**config.mk**
```make
export PLATFORM = sky130hd
export DESIGN_NAME = memcopy_top
export DESIGN_NICKNAME = d
export VERILOG_FILES = /design/src/design/memcopy_pkg.sv /design/src/design/memcopy_regs.sv /design/src/design/obi_read_engine.sv /design/src/design/memcopy_fifo.sv /design/src/design/obi_write_engine.sv /design/src/design/memcopy_top.sv
export SDC_FILE = /design/constraint.sdc
export NUM_CORES = 1
export LEC_CHECK = 0
export BUFFER_PORTS_ARGS = -buffer_cell sky130_fd_sc_hd__buf_2
export CAP_MARGIN = 20
export CORE_MARGIN = 2
export CORE_UTILIZATION = 42
export CTS_CLUSTER_DIAMETER = 50
export DETAILED_ROUTE_END_ITERATION = 6
export HOLD_SLACK_MARGIN = 0.06
export PLACE_DENSITY_LB_ADDON = 0.2
export SLEW_MARGIN = 20
export SYNTH_ARGS = -nofsm -noshare
export SYNTH_HDL_FRONTEND = slang
export SYNTH_SLANG_ARGS = --single-unit
```
**constraint.sdc**
```tcl
create_clock -name clk_i -period 7.6 [get_ports clk_i]
set_input_delay 0.76 -clock clk_i [delete_from_list [all_inputs] [get_ports clk_i]]
set_output_delay 0.76 -clock clk_i [all_outputs]
set_load 0.02 [all_outputs]
```
**src/design/memcopy_pkg.sv**
```systemverilog
// ========================================
// Shared types and constants of the memcopy DMA
// Imported by every RTL module of the design
// ========================================

package memcopy_pkg;

  // Data and address word
  typedef logic [31:0] word_t;

  // Word count of one transfer
  typedef logic [15:0] len_t;

  // Register byte offsets on the register bus
  typedef enum logic [7:0] {
    REG_SRC     = 8'h00,
    REG_DST     = 8'h04,
    REG_LEN     = 8'h08,
    REG_STATUS  = 8'h0C,
    REG_INTR_EN = 8'h10
  } reg_addr_e;

  // Engine FSM states, shared by the read and write engines
  typedef enum logic [1:0] {
    IDLE,
    RUN,
    DRAIN
  } engine_state_e;

  // Default depth of the data FIFO, in words
  localparam int unsigned FIFO_DEPTH_DEFAULT = 4;

  // Bit positions inside STATUS
  localparam int unsigned STATUS_IDLE_BIT = 0;
  localparam int unsigned STATUS_DONE_BIT = 1;

endpackage

```
**src/design/memcopy_regs.sv**
```systemverilog
// ========================================
// Register bus slave of the memcopy DMA
// Holds the transfer setup, status flags and the done interrupt
// ========================================

`timescale 1ns/1ps

module memcopy_regs
  import memcopy_pkg::*;
(
  input  logic  clk_i,
  input  logic  reset_i,
  input  logic  reg_valid_i,
  input  logic  reg_write_i,
  input  word_t reg_addr_i,
  input  word_t reg_wdata_i,
  output logic  reg_ready_o,
  output word_t reg_rdata_o,
  output logic  start_o,
  output word_t src_o,
  output word_t dst_o,
  output len_t  len_o,
  input  logic  xfer_done_i,
  output logic  done_intr_o
);

  logic  access;
  logic  start_ok;
  logic  status_rd;
  logic  busy_q;
  logic  done_q;
  word_t intr_en_q;
  word_t src_q;
  word_t dst_q;
  len_t  len_q;
  word_t status;
  word_t rdata_d;

  // First cycle of a request; the ready pulse follows one cycle later
  assign access    = reg_valid_i && !reg_ready_o;
  assign status_rd = access && !reg_write_i && (reg_addr_i == REG_STATUS);

  // Nonzero length written while idle kicks off a copy
  assign start_ok = access && reg_write_i && (reg_addr_i == REG_LEN) &&
                    !busy_q && (reg_wdata_i[15:0] != '0);

  always_comb begin
    status                  = '0;
    status[STATUS_IDLE_BIT] = !busy_q;
    status[STATUS_DONE_BIT] = done_q;
  end

  always_comb begin
    case (reg_addr_i)
      REG_SRC:     rdata_d = src_q;
      REG_DST:     rdata_d = dst_q;
      REG_LEN:     rdata_d = {16'h0000, len_q};
      REG_STATUS:  rdata_d = status;
      REG_INTR_EN: rdata_d = intr_en_q;
      default:     rdata_d = '0;
    endcase
  end

  always_ff @(posedge clk_i) begin
    if (reset_i) begin
      reg_ready_o <= 1'b0;
      start_o     <= 1'b0;
      busy_q      <= 1'b0;
      done_q      <= 1'b0;
      intr_en_q   <= '0;
    end else begin
      reg_ready_o <= access;
      start_o     <= start_ok;
      if (start_ok) begin
        busy_q <= 1'b1;
      end else if (xfer_done_i) begin
        busy_q <= 1'b0;
      end
      // A new done event wins over a clearing read
      done_q <= (done_q && !status_rd) || xfer_done_i;
      if (access && reg_write_i && (reg_addr_i == REG_INTR_EN)) begin
        intr_en_q <= reg_wdata_i;
      end
    end
  end

  always_ff @(posedge clk_i) begin
    if (access && reg_write_i && (reg_addr_i == REG_SRC)) begin
      src_q <= reg_wdata_i;
    end
    if (access && reg_write_i && (reg_addr_i == REG_DST)) begin
      dst_q <= reg_wdata_i;
    end
    if (start_ok) begin
      len_q <= reg_wdata_i[15:0];
    end
    if (access) begin
      reg_rdata_o <= rdata_d;
    end
  end

  assign src_o       = src_q;
  assign dst_o       = dst_q;
  assign len_o       = len_q;
  assign done_intr_o = done_q && intr_en_q[0];

endmodule

```
**src/design/obi_read_engine.sv**
```systemverilog
// ========================================
// OBI read master of the memcopy DMA
// Fetches len words from src and pushes them into the FIFO
// ========================================

`timescale 1ns/1ps

module obi_read_engine
  import memcopy_pkg::*;
#(
  parameter int unsigned fifo_depth = FIFO_DEPTH_DEFAULT
) (
  input  logic                            clk_i,
  input  logic                            reset_i,
  input  logic                            start_i,
  input  word_t                           src_i,
  input  len_t                            len_i,
  input  logic [$clog2(fifo_depth+1)-1:0] free_count_i,
  output logic                            push_o,
  output word_t                           push_data_o,
  output logic                            rd_req_o,
  output word_t                           rd_addr_o,
  input  logic                            rd_gnt_i,
  input  logic                            rd_rvalid_i,
  input  word_t                           rd_rdata_i
);

  localparam int unsigned cnt_w = $clog2(fifo_depth + 1);

  engine_state_e    state_q;
  word_t            addr_q;
  len_t             left_q;
  logic [cnt_w-1:0] outstanding_q;
  logic [cnt_w-1:0] outstanding_d;
  logic             granted;

  // Only ask when the FIFO can hold every read already in flight plus this one
  assign rd_req_o  = (state_q == RUN) && (free_count_i > outstanding_q);
  assign rd_addr_o = addr_q;
  assign granted   = rd_req_o && rd_gnt_i;

  assign outstanding_d = outstanding_q + cnt_w'(granted) - cnt_w'(rd_rvalid_i);

  // Read data goes straight into the FIFO
  assign push_o      = rd_rvalid_i;
  assign push_data_o = rd_rdata_i;

  always_ff @(posedge clk_i) begin
    if (reset_i) begin
      state_q       <= IDLE;
      outstanding_q <= '0;
    end else begin
      outstanding_q <= outstanding_d;
      case (state_q)
        IDLE: begin
          if (start_i) begin
            state_q <= RUN;
          end
        end
        RUN: begin
          if (granted && (left_q == len_t'(1))) begin
            state_q <= DRAIN;
          end
        end
        DRAIN: begin
          if (outstanding_d == '0) begin
            state_q <= IDLE;
          end
        end
        default: state_q <= IDLE;
      endcase
    end
  end

  always_ff @(posedge clk_i) begin
    if (start_i && (state_q == IDLE)) begin
      addr_q <= src_i;
      left_q <= len_i;
    end else if (granted) begin
      addr_q <= addr_q + 32'd4;
      left_q <= left_q - len_t'(1);
    end
  end

endmodule

```
**src/design/memcopy_fifo.sv**
```systemverilog
// ========================================
// Data FIFO between the read and write engines
// First word falls through; free space is reported to the reader
// ========================================

`timescale 1ns/1ps

module memcopy_fifo
  import memcopy_pkg::*;
#(
  parameter int unsigned fifo_depth = FIFO_DEPTH_DEFAULT
) (
  input  logic                            clk_i,
  input  logic                            reset_i,
  input  logic                            push_i,
  input  word_t                           push_data_i,
  input  logic                            pop_i,
  output word_t                           pop_data_o,
  output logic                            not_empty_o,
  output logic [$clog2(fifo_depth+1)-1:0] free_count_o
);

  localparam int unsigned ptr_w = $clog2(fifo_depth);
  localparam int unsigned cnt_w = $clog2(fifo_depth + 1);

  word_t            mem [fifo_depth];
  logic [ptr_w-1:0] wr_ptr_q;
  logic [ptr_w-1:0] rd_ptr_q;
  logic [cnt_w-1:0] count_q;

  always_ff @(posedge clk_i) begin
    if (reset_i) begin
      wr_ptr_q <= '0;
      rd_ptr_q <= '0;
      count_q  <= '0;
    end else begin
      if (push_i) begin
        wr_ptr_q <= (wr_ptr_q == ptr_w'(fifo_depth - 1)) ? '0 : wr_ptr_q + 1'b1;
      end
      if (pop_i) begin
        rd_ptr_q <= (rd_ptr_q == ptr_w'(fifo_depth - 1)) ? '0 : rd_ptr_q + 1'b1;
      end
      count_q <= count_q + cnt_w'(push_i) - cnt_w'(pop_i);
    end
  end

  always_ff @(posedge clk_i) begin
    if (push_i) begin
      mem[wr_ptr_q] <= push_data_i;
    end
  end

  assign pop_data_o   = mem[rd_ptr_q];
  assign not_empty_o  = (count_q != '0);
  assign free_count_o = cnt_w'(fifo_depth) - count_q;

endmodule

```
**src/design/obi_write_engine.sv**
```systemverilog
// ========================================
// OBI write master of the memcopy DMA
// Drains the FIFO to dst and signals done on the last response
// ========================================

`timescale 1ns/1ps

module obi_write_engine
  import memcopy_pkg::*;
(
  input  logic       clk_i,
  input  logic       reset_i,
  input  logic       start_i,
  input  word_t      dst_i,
  input  len_t       len_i,
  input  logic       not_empty_i,
  input  word_t      pop_data_i,
  output logic       pop_o,
  output logic       wr_req_o,
  output word_t      wr_addr_o,
  output word_t      wr_wdata_o,
  output logic [3:0] wr_be_o,
  input  logic       wr_gnt_i,
  input  logic       wr_rvalid_i,
  output logic       xfer_done_o
);

  engine_state_e state_q;
  word_t         addr_q;
  len_t          issue_left_q;
  len_t          resp_left_q;
  logic          granted;

  assign wr_req_o   = (state_q == RUN) && not_empty_i;
  assign wr_addr_o  = addr_q;
  assign wr_wdata_o = pop_data_i;
  assign wr_be_o    = 4'hF;
  assign granted    = wr_req_o && wr_gnt_i;

  // Head word leaves the FIFO in the address phase
  assign pop_o = granted;

  // All writes issued; last response ends the copy
  assign xfer_done_o = (state_q == DRAIN) && wr_rvalid_i && (resp_left_q == len_t'(1));

  always_ff @(posedge clk_i) begin
    if (reset_i) begin
      state_q <= IDLE;
    end else begin
      case (state_q)
        IDLE: begin
          if (start_i) begin
            state_q <= RUN;
          end
        end
        RUN: begin
          if (granted && (issue_left_q == len_t'(1))) begin
            state_q <= DRAIN;
          end
        end
        DRAIN: begin
          if (xfer_done_o) begin
            state_q <= IDLE;
          end
        end
        default: state_q <= IDLE;
      endcase
    end
  end

  always_ff @(posedge clk_i) begin
    if (start_i && (state_q == IDLE)) begin
      addr_q       <= dst_i;
      issue_left_q <= len_i;
      resp_left_q  <= len_i;
    end else begin
      if (granted) begin
        addr_q       <= addr_q + 32'd4;
        issue_left_q <= issue_left_q - len_t'(1);
      end
      if (wr_rvalid_i) begin
        resp_left_q <= resp_left_q - len_t'(1);
      end
    end
  end

endmodule

```
**src/design/memcopy_top.sv**
```systemverilog
// ========================================
// Memcopy DMA top level
// Register bus in, OBI read and write masters out, done interrupt
// ========================================

`timescale 1ns/1ps

module memcopy_top
  import memcopy_pkg::*;
#(
  parameter int unsigned fifo_depth = FIFO_DEPTH_DEFAULT
) (
  input  logic       clk_i,
  input  logic       reset_i,
  input  logic       reg_valid_i,
  input  logic       reg_write_i,
  input  word_t      reg_addr_i,
  input  word_t      reg_wdata_i,
  output logic       reg_ready_o,
  output word_t      reg_rdata_o,
  output logic       rd_req_o,
  output word_t      rd_addr_o,
  input  logic       rd_gnt_i,
  input  logic       rd_rvalid_i,
  input  word_t      rd_rdata_i,
  output logic       wr_req_o,
  output word_t      wr_addr_o,
  output word_t      wr_wdata_o,
  output logic [3:0] wr_be_o,
  input  logic       wr_gnt_i,
  input  logic       wr_rvalid_i,
  output logic       done_intr_o
);

  localparam int unsigned cnt_w = $clog2(fifo_depth + 1);

  logic             start;
  word_t            src;
  word_t            dst;
  len_t             len;
  logic             xfer_done;
  logic             push;
  word_t            push_data;
  logic             pop;
  word_t            pop_data;
  logic             not_empty;
  logic [cnt_w-1:0] free_count;

  memcopy_regs regs_i (
    .clk_i       (clk_i),
    .reset_i     (reset_i),
    .reg_valid_i (reg_valid_i),
    .reg_write_i (reg_write_i),
    .reg_addr_i  (reg_addr_i),
    .reg_wdata_i (reg_wdata_i),
    .reg_ready_o (reg_ready_o),
    .reg_rdata_o (reg_rdata_o),
    .start_o     (start),
    .src_o       (src),
    .dst_o       (dst),
    .len_o       (len),
    .xfer_done_i (xfer_done),
    .done_intr_o (done_intr_o)
  );

  // Producer side
  obi_read_engine #(
    .fifo_depth(fifo_depth)
  ) rd_engine_i (
    .clk_i        (clk_i),
    .reset_i      (reset_i),
    .start_i      (start),
    .src_i        (src),
    .len_i        (len),
    .free_count_i (free_count),
    .push_o       (push),
    .push_data_o  (push_data),
    .rd_req_o     (rd_req_o),
    .rd_addr_o    (rd_addr_o),
    .rd_gnt_i     (rd_gnt_i),
    .rd_rvalid_i  (rd_rvalid_i),
    .rd_rdata_i   (rd_rdata_i)
  );

  memcopy_fifo #(
    .fifo_depth(fifo_depth)
  ) fifo_i (
    .clk_i        (clk_i),
    .reset_i      (reset_i),
    .push_i       (push),
    .push_data_i  (push_data),
    .pop_i        (pop),
    .pop_data_o   (pop_data),
    .not_empty_o  (not_empty),
    .free_count_o (free_count)
  );

  // Consumer side
  obi_write_engine wr_engine_i (
    .clk_i       (clk_i),
    .reset_i     (reset_i),
    .start_i     (start),
    .dst_i       (dst),
    .len_i       (len),
    .not_empty_i (not_empty),
    .pop_data_i  (pop_data),
    .pop_o       (pop),
    .wr_req_o    (wr_req_o),
    .wr_addr_o   (wr_addr_o),
    .wr_wdata_o  (wr_wdata_o),
    .wr_be_o     (wr_be_o),
    .wr_gnt_i    (wr_gnt_i),
    .wr_rvalid_i (wr_rvalid_i),
    .xfer_done_o (xfer_done)
  );

endmodule

```
== Yosys cells after proc, flatten, opt, wreduce, memory -nomap -nowiden ==
Memories as Yosys holds them, arrays and structs flattened. A register that Yosys moved wholly into a read port is not among the register bits.
Index checks and enable logic that the tools add are counted.
Storage, ports and cells
  register bits after elaboration: 274
  latch bits: 0
  RAM bits: 128
  bits in read-only memories: 0
  input port bits: 104
  output and inout bits: 136
  word-level logic and storage cells: 118
  memories kept: 1
Memory list
  fifo_i.mem: depth 4, bits a word 32, read ports 1, clocked after Yosys merged registers in 1, write ports 1, RTL line memcopy_fifo.sv:26  | word_t mem [fifo_depth];
Operators by class
  add/sub/neg operators: 12
  $mul: 0
  divide/modulo/power cells: 0
  magnitude comparators: 1
  equal/unequal tests: 19
  shift operators: 0
  muxes and demuxes: 26
  bitwise gates (word level): 0
  reduce and logical (&&, ||, !) cells: 39
Operators with widths (count)
  $pmux 32 s5: 1
  $mux 32: 4
  $mux 16: 6
  $add 32x3->32 const B: 2
  $eq 32x4->1 const B: 2
  $eq 16x1->1 const B: 3
  $sub 16x1->16 const B: 3
  $eq 32x3->1 const B: 1
  $eq 32x5->1 const B: 1
  $logic_not 32->1: 1
  $logic_and 1x1->1: 22
  $mux 2: 9
  $reduce_bool 16->1: 1
  $pmux 2 s3: 2
  $ne 2x2->1 const B: 5
  $eq 2x2->1 const B: 4
  $reduce_bool 2->1: 4
  $add 3x1->3: 2
  $reduce_and 3->1: 2
  $sub 3x1->3: 2
  $add 2x1->2 const B: 2
  $eq 2x1->1 const B: 2
  $logic_not 1->1: 4
  $logic_not 2->1: 2
  other kinds (7): 10

== Depth between registers and ports, before layout ==
Gate-level depths: netlist (run 1).
  word-level depth: 9
  gate-level depth with buffers: 16

== By module ==
A second synthesis (run 1) with hierarchy kept.
Second synthesis, totals
  cells, all modules: 1424
  area, all modules: 18614.1 µm²
By module, submodules not included
  memcopy_regs: instances 1, cells an instance 434, area each 6039.5 µm²
  memcopy_fifo: instances 1, cells an instance 214, area each 5141.2 µm²
  obi_write_engine: instances 1, cells an instance 428, area each 4082.7 µm²
  obi_read_engine: instances 1, cells an instance 348, area each 3350.7 µm²

== Least setup slack after synthesis (run 1) ==
OpenSTA, ideal clock, no wires.
  kind: input-to-reg
  start point: input reg_addr_i[9]
  end point: register regs_i.dst_q[0] (netlist: regs_i.dst_o[0]), enable pin
  library setup time: 424 ps
  arrival: 3374 ps
  slack: 3801 ps
  stages on the path: 7
  cell sequence: nor4_1 > and4_1 > buf_2 > and3_1 > clkbuf_1 > buf_2 > nor2b_1
On the way
  longest elaborated chain between the ends: 2
RTL lines
  from (decl): RTL line memcopy_top.sv:17  | input word_t reg_addr_i,
  $eq 32x3->1: RTL line memcopy_regs.sv:91  | if (access && reg_write_i && (reg_addr_i == REG_DST)) begin
  $logic_and 1x1->1: RTL line memcopy_regs.sv:91
  to (signal assigned): RTL line memcopy_regs.sv:92  | dst_q <= reg_wdata_i;
  to (decl): RTL line memcopy_regs.sv:34  | word_t dst_q;
No other way between the ends.
A chain may end at the register's enable or synchronous reset.

== Worst setup path in the final report (run 1) ==
  start point: input reg_addr_i[9]
  end point: register regs_i.src_q[12] (netlist: regs_i.src_o[12]), enable pin
On the way
  longest elaborated chain between the ends: 2
RTL lines
  $logic_not 32->1: RTL line memcopy_regs.sv:88  | if (access && reg_write_i && (reg_addr_i == REG_SRC)) begin
  $logic_and 1x1->1: RTL line memcopy_regs.sv:88
  to (signal assigned): RTL line memcopy_regs.sv:89  | src_q <= reg_wdata_i;
  to (decl): RTL line memcopy_regs.sv:33  | word_t src_q;
No other way between the ends.

==> impl_metrics.json, run 1 <==
{
  "drive_gt1_share_pct": 24.6,
  "relSlewSlack_pct": 29.6,
  "dieArea_sq_um": 42800,
  "final.setup.worst_slack_ps": 3810,
  "clock_skew_ps": 26.5,
  "htree_num_levels": 2,
  "ys_ff_latch": 404,
  "synthSimpleGateAreaFrac_pct": 12.0,
  "grt_overflow_total": 0,
  "clock-root-buffer": "clkbuf_16",
  "initial_core_util_pct": 42.5,
  "critical_path.max_fanout": 32,
  "yosys_warnings": 0,
  "dr_total_vias": 11500,
  "hpwlAfterDp_um": 31000,
  "power_density_nw_per_um2": 237,
  "drc_errors": 0,
  "syn-instance-count": 1284,
  "core_area_sq_um": 40700,
  "worst_slew_pin_slew_ps": 1050,
  "wire_per_inst_um": 21.6,
  "clock_latency_ps": 580,
  "r2r.worst_path.cells": 16,
  "fillers": 3607,
  "ys.flop_type": "edfxtp_1",
  "synth_adder_area_share_pct": 1.82,
  "async_flop_share_pct": 0,
  "cts_setup_buffers": 0,
  "syn_to_final_growth_pct": 19.0,
  "pre_cts_slack_ps": 3230,
  "fin_crit_sh_pct": 49.9,
  "cts_num_sinks": 404,
  "cp_num_buf_inv": 1,
  "setup_tns_ps": 0,
  "crit_cells": 5,
  "io_buffers": 235,
  "min_path_cells": 1,
  "nets": 1658,
  "start_kind": "primary input",
  "grt_start_max_net_pins": 62,
  "p_leak_nw": 7.00,
  "wl_um": 45500,
  "synth_edf_count": 352,
  "ir_worst_vdd_v": 0.000147,
  "outcome": "completed",
  "ios": 240,
  "worst-setup-path-type": "primary input to flip-flop",
  "avgSynthCellArea_sq_um": 13.5,
  "clk_pin_slew_ps": 60,
  "hold_slack_ps": 393,
  "antenna_found_initial": 9,
  "die_h_um": 207,
  "grt_pass1_vias": 11400,
  "clockBufferDepth": 3,
  "first_pass_iters": 7,
  "required_ps": 7790,
  "worstPathArrival_ps": 3980,
  "hold_class": "primary input to flip-flop",
  "grt_pass1_wl_um": 68700,
  "rows": 74,
  "cts_resized": 0,
  "finalMaxSlewViolations": 0,
  "min_period_ps": 3790,
  "route.detailed.vias_per_inst": 5.47,
  "max_freq_mhz": 264,
  "maxCapViolations": 0,
  "synth.area.top_cells": "edfxtp_1 61%, dfxtp_1 6.0%, mux4_2 4.2%",
  "finalHoldViolations": 0,
  "worstSetupEndpointType": "flip-flop",
  "die_w_um": 207,
  "rsz0062_at_grt": "false",
  "finalSetupViolCount": 0,
  "synth_compound_area_share_pct": 7.35,
  "synth_top_area_share_pct": 61.1,
  "cts_hold_buf": 0,
  "ys_seq_area_share_pct": 67.1,
  "synthXorXnorAreaFrac_pct": 4.86,
  "cts_tree": "yes",
  "grt_usage_pct": 20.8,
  "worstPathCellList": "buf_2 -> nor4_1 -> and4_1 -> and2_0 -> nor2b_4",
  "path_delay_family": "simple AND/OR/NAND/NOR gates",
  "synthMuxAreaShare_pct": 4.47,
  "syn_area_sq_um": 17300,
  "numCtsBuffers": 46,
  "final_util_pct": 50.6,
  "ant_nets": 0,
  "synth_top_area_cell": "edfxtp_1",
  "slowest_stage": "nor2b_4",
  "synth_top_family_by_area": "simple AND/OR/NAND/NOR gates",
  "synth.distinct_cells": 60,
  "gp_congestion": 0.853,
  "cp_slowest_stage_delay_ps": 970,
  "dr.first_iter.drc_count": 1117
}
==> cell families after synthesis <==
family,Yosys count
and+or+nand+nor,409
other,1
muxes,37
DFF,404
buffers and inverters,98
xor gates and xnor gates,96
adders and majority gates,24
AOI/OAI and AO/OA,215
==> area by class of cell <==
type / instances / area [sq um] / area share, %
Sequential cell: 404 / 11600 / 56.4
Tap cell: 532 / 666 / 3.23
Antenna cell: 5 / 12.5 / 0.0607
Clock inverter: 22 / 225 / 1.09
Clock buffer: 63 / 1280 / 6.24
Multi-Input combinational cell: 785 / 5320 / 25.8
Inverter: 40 / 150 / 0.729
Timing Repair Buffer: 253 / 1320 / 6.43
==> where the power goes <==
part           total (mW)  switching [mW]  internal [mW]
Combinational       0.205           0.128         0.0774
Sequential           2.47          0.0181           2.46
Clock                2.19           0.900           1.29
Total                4.87            1.05           3.83
==> worst paths after layout <==
path         slack [ps]                endpoint                  from
min reg2reg         450    regs_i.intr_en_q[28]  regs_i.intr_en_q[28]
min                 390        regs_i.dst_o[21]       reg_wdata_i[21]
max reg2reg        4540  rd_engine_i.state_q[1]     fifo_i.count_q[1]
max                3810        regs_i.src_o[12]         reg_addr_i[9]
==> state kept, by name, indices dropped and copies added, names as in the netlist, 3 cells and up, named ones only <==
name / count
regs_i.reg_rdata_o: 32
rd_engine_i.rd_addr_o: 32
regs_i.src_o: 32
regs_i.dst_o: 32
rd_engine_i.left_q: 16
wr_engine_i.wr_addr_o: 32
wr_engine_i.resp_left_q: 16
fifo_i.count_q: 3
regs_i.len_o: 16
regs_i.intr_en_q: 32
fifo_i.mem: 128
wr_engine_i.issue_left_q: 16
rd_engine_i.outstanding_q: 3
==> cells in the mapped netlist (all sizes together), types with 7 or more instances <==
master,count
nor2,67
dfxtp,52
a222oi,18
edfxtp,352
nor3,17
inv,39
ha,22
clkbuf,36
nand4,23
and2,8
a21oi,78
or3,8
nor4,23
xnor2,48
and4,7
nand2,169
nand3,34
a22oi,26
nor2b,9
o21ai,78
xor2,48
mux4,32
and3,18
buf,22
==> routing by layer <==
layer | vias to the layer above | share of wire, % | GRT usage [%]
met5 | - | 0.094 | 0
met4 | 6 | 2.9 | 6.55
met3 | 81 | 6.3 | 5.08
met2 | 350 | 49 | 34.1
met1 | 5736 | 42 | 27.4
li1 | 5327 | - | -
==> cells in the final DEF, fill, tap and decap left out, types with 4 or more instances in the layout <==
| cell | synthesis | final |
|---|---|---|
| inv_1 | 39 | 39 |
| o21ai_0 | 73 | 73 |
| and3_1 | 18 | 18 |
| conb_1 | 1 | 4 |
| diode_2 | 0 | 5 |
| xor2_1 | 48 | 48 |
| nor3_2 | 4 | 4 |
| clkinv_2 | 0 | 4 |
| or3_1 | 6 | 6 |
| mux4_2 | 32 | 32 |
| a21oi_1 | 78 | 78 |
| nor2_1 | 67 | 67 |
| clkbuf_1 | 36 | 10 |
| nand3_1 | 33 | 33 |
| buf_2 | 11 | 235 |
| inv_6 | 0 | 4 |
| a222oi_1 | 18 | 18 |
| and4_1 | 7 | 7 |
| nor3_1 | 13 | 13 |
| buf_4 | 7 | 17 |
| edfxtp_1 | 352 | 352 |
| a22oi_1 | 26 | 26 |
| clkbuf_16 | 0 | 46 |
| nand2_1 | 169 | 167 |
| nor4_1 | 18 | 18 |
| dfxtp_1 | 52 | 51 |
| nand4_1 | 21 | 21 |
| o21ai_1 | 5 | 5 |
| nand3b_1 | 4 | 4 |
| nand2b_1 | 5 | 4 |
| clkbuf_8 | 0 | 7 |
| nor2b_1 | 9 | 7 |
| xnor2_1 | 48 | 48 |
| and2_1 | 7 | 7 |
| a31oi_1 | 5 | 5 |
| ha_1 | 22 | 22 |
| clkinv_1 | 1 | 4 |
==> metrics by stage <==
| step | std cells | total power, mW | instance area [sq um] |
|---|---|---|---|
| CTS | 2099 | 4.92 | 20600 |
| finish | 2104 | 4.87 | 20600 |
| global placement | 2013 | 2.72 | 19100 |
| global route | 2101 | 5.03 | 20600 |
| detailed placement | 2014 | 2.73 | 19100 |
| floorplan | 1287 | 2.63 | 17300 |
Power figures use the tool's default switching activity.
==> inputs of run 2 (changes only) <==
- clock period: 7.6 -> 3.8 ns (I/O delays scaled with it)
==> run 2 against run 1 <==
Against the previous run:
- clock power increased by 86%
- first-iteration DRC count shrank 11%
- register-to-register slack worse by 3800 ps
- critical path type is now flip-flop to flip-flop
- critical endpoint is now rd_engine_i.state_q[1]
- highest routed layer unchanged
==> impl_metrics.json, run 2 (synthesized netlist as in run 1, its figures left out) <==
{
  "drt-met1-wl_um": 20000,
  "grt_usage_pct": 21.2,
  "drc_errors": 0,
  "wire_per_inst_um": 21.1,
  "ant_nets": 0,
  "htree_num_levels": 2,
  "endpoint": "rd_engine_i.state_q[1]",
  "first_pass_iters": 6,
  "holdCritStartpoint": "reg_wdata_i[9]",
  "fin_cells": 2167,
  "clock_skew_ps": 24.3,
  "required_ps": 4210,
  "power_density_nw_per_um2": 449,
  "rrSetupSlack_ps": 780,
  "io_buffers": 235,
  "timing.rr.start": "fifo_i.count_q[1]",
  "p_leak_nw": 7.23,
  "final_util_pct": 51.9,
  "gp_congestion": 0.840,
  "max_freq_mhz": 331,
  "largest_reg_flops": 128,
  "intPower_mw": 7.43,
  "r2r_end": "rd_engine_i.state_q[1]",
  "p_comb_share_pct": 4.9,
  "finalHoldViolations": 0,
  "final.setup.worst_slack_ps": 777,
  "min_period_ps": 3020,
  "setup_tns_ps": 0,
  "fillers": 3574,
  "critical_path.max_fanout": 4,
  "hold_class": "primary input to flip-flop",
  "clk_pin_slew_ps": 60,
  "core_area_sq_um": 40700,
  "slowest_stage": "dfxtp_1",
  "largest_register": "fifo_i.mem",
  "crit_path_frequent_cell": "ha_1",
  "numCtsBuffers": 45,
  "syn_to_final_growth_pct": 22.1,
  "die_h_um": 207,
  "power_mw": 9.49,
  "finalMaxSlewViolations": 0,
  "min_path_cells": 1,
  "clock-root-buffer": "clkbuf_16",
  "finalSetupViolCount": 0,
  "pre_cts_slack_ps": 783,
  "drive_gt1_share_pct": 23.5,
  "crit_start": "fifo_i.count_q[1]",
  "start_kind": "flip-flop",
  "route.detailed.vias_per_inst": 5.39,
  "rsz0062_at_grt": "false",
  "worstPathCellList": "inv_1 -> ha_1 -> ha_1 -> inv_1 -> ha_1 -> nand3_1 -> nand3_1 -> a21oi_1 -> ha_1 -> inv_1 -> fa_1 -> xnor2_1 -> xnor2_1 -> nand3b_1 -> nand3b_1 -> a21oi_1",
  "postPlaceCellArea_sq_um": 19100,
  "final_common_cell": "edfxtp_1",
  "relSlewSlack_pct": 35.1,
  "switching_share_pct": 21.7,
  "seq_power_share_pct": 52.1,
  "clock_latency_ps": 580,
  "grt_overflow_total": 0,
  "met2WireLength_um": 22300,
  "multiInputGateArea_sq_um": 5320,
  "rows": 74,
  "placedCellCount": 2022,
  "hpwlAfterDp_um": 31300,
  "dr_total_vias": 11700,
  "cp_slowest_stage_delay_ps": 390,
  "die_w_um": 207,
  "ir_worst_vdd_v": 0.000381,
  "fin_area_sq_um": 21100,
  "nets": 1725,
  "hold_slack_ps": 93.9,
  "highest_layer": "met5",
  "cts_num_sinks": 404,
  "wl_met3_um": 2190,
  "dieArea_sq_um": 42800,
  "worst-setup-path-type": "flip-flop to flip-flop",
  "cts_resized": 0,
  "grt_pass1_vias": 11800,
  "wl_um": 45800,
  "maxCapViolations": 0,
  "final_cell_mix": "352 x edfxtp_1, 235 x buf_2, 167 x nand2_1",
  "cts_tree": "yes",
  "worst_slew_pin_slew_ps": 964,
  "clockBufferDepth": 3,
  "initial_core_util_pct": 42.5,
  "antenna_found_initial": 2,
  "seq_area_sq_um": 11600,
  "outcome": "completed",
  "r2r.worst_path.cells": 16,
  "net-switching-power_mw": 2.06,
  "fin_crit_sh_pct": 79.5,
  "dr.first_iter.drc_count": 991,
  "grt_pass1_wl_um": 70200,
  "worstPathArrival_ps": 3430,
  "p_clk_share_pct": 43.0,
  "worstSetupEndpointType": "flip-flop",
  "ios": 240,
  "grt_start_max_net_pins": 56
}
-- run 2: changes by cell type in the layout (fill, tap and decap cells not counted), sizes merged --
cell         previous run  this run
buf                   253       261
bufinv                  3         0
clkinv                 12        17
inv                    44        42
dlygate4sd3             0        60
diode                   5         1
clkbuf                 63        62
-- run 2: power by group through the flow --
stage          Sequential, mW  Combinational (mW)  Clock (mW)
2_1_floorplan            5.05               0.210           0
4_1_cts                  4.95               0.467        4.17
3_3_place_gp             5.04               0.403           0
3_5_place_dp             5.04               0.413           0
6_report                 4.95               0.462        4.08
5_1_grt                  4.95               0.508        4.36
-- run 2: how the worst min path moves through the flow --
stage	end	slack, ps
after floorplan	regs_i.intr_en_q[16]	440
after global placement	regs_i.intr_en_q[28]	440
after detailed placement	regs_i.intr_en_q[3]	450
after CTS	regs_i.dst_o[9]	60
after global routing	regs_i.dst_o[9]	70
final	regs_i.dst_o[9]	90
-- run 2: layout make-up --
cell class                      instances  area share [%]
Clock buffer                           62            5.92
Tap cell                              532            3.15
Inverter                               40           0.710
Antenna cell                            1          0.0118
Clock inverter                         22           0.693
Multi-Input combinational cell        785            25.2
Sequential cell                       404            54.9
Timing Repair Buffer                  321            9.39
-- run 2: worst max-delay path, delay by kind of cell (launching register included) --
kind,cells,cell delay (ps)
adders and majority gates,5,1300
xor gates and xnor gates,2,340
and+or+nand+nor,4,360
DFF,1,390
AOI/OAI and AO/OA,2,350
buffers and inverters,3,150
-- run 2: timing repair --
item	CTS	global route
endpoints found under the setup margin	0	0
hold buffers	60	0
endpoints found under the hold margin	208	0
buffers inserted	0	0
-- run 2: per-layer routing --
layer / global-route usage [%] / vias up
met2: 34.8 / 325
met3: 3.37 / 74
met4: 7.04 / 2
met1: 28.8 / 5826
li1: - / 5443
met5: 0 / -
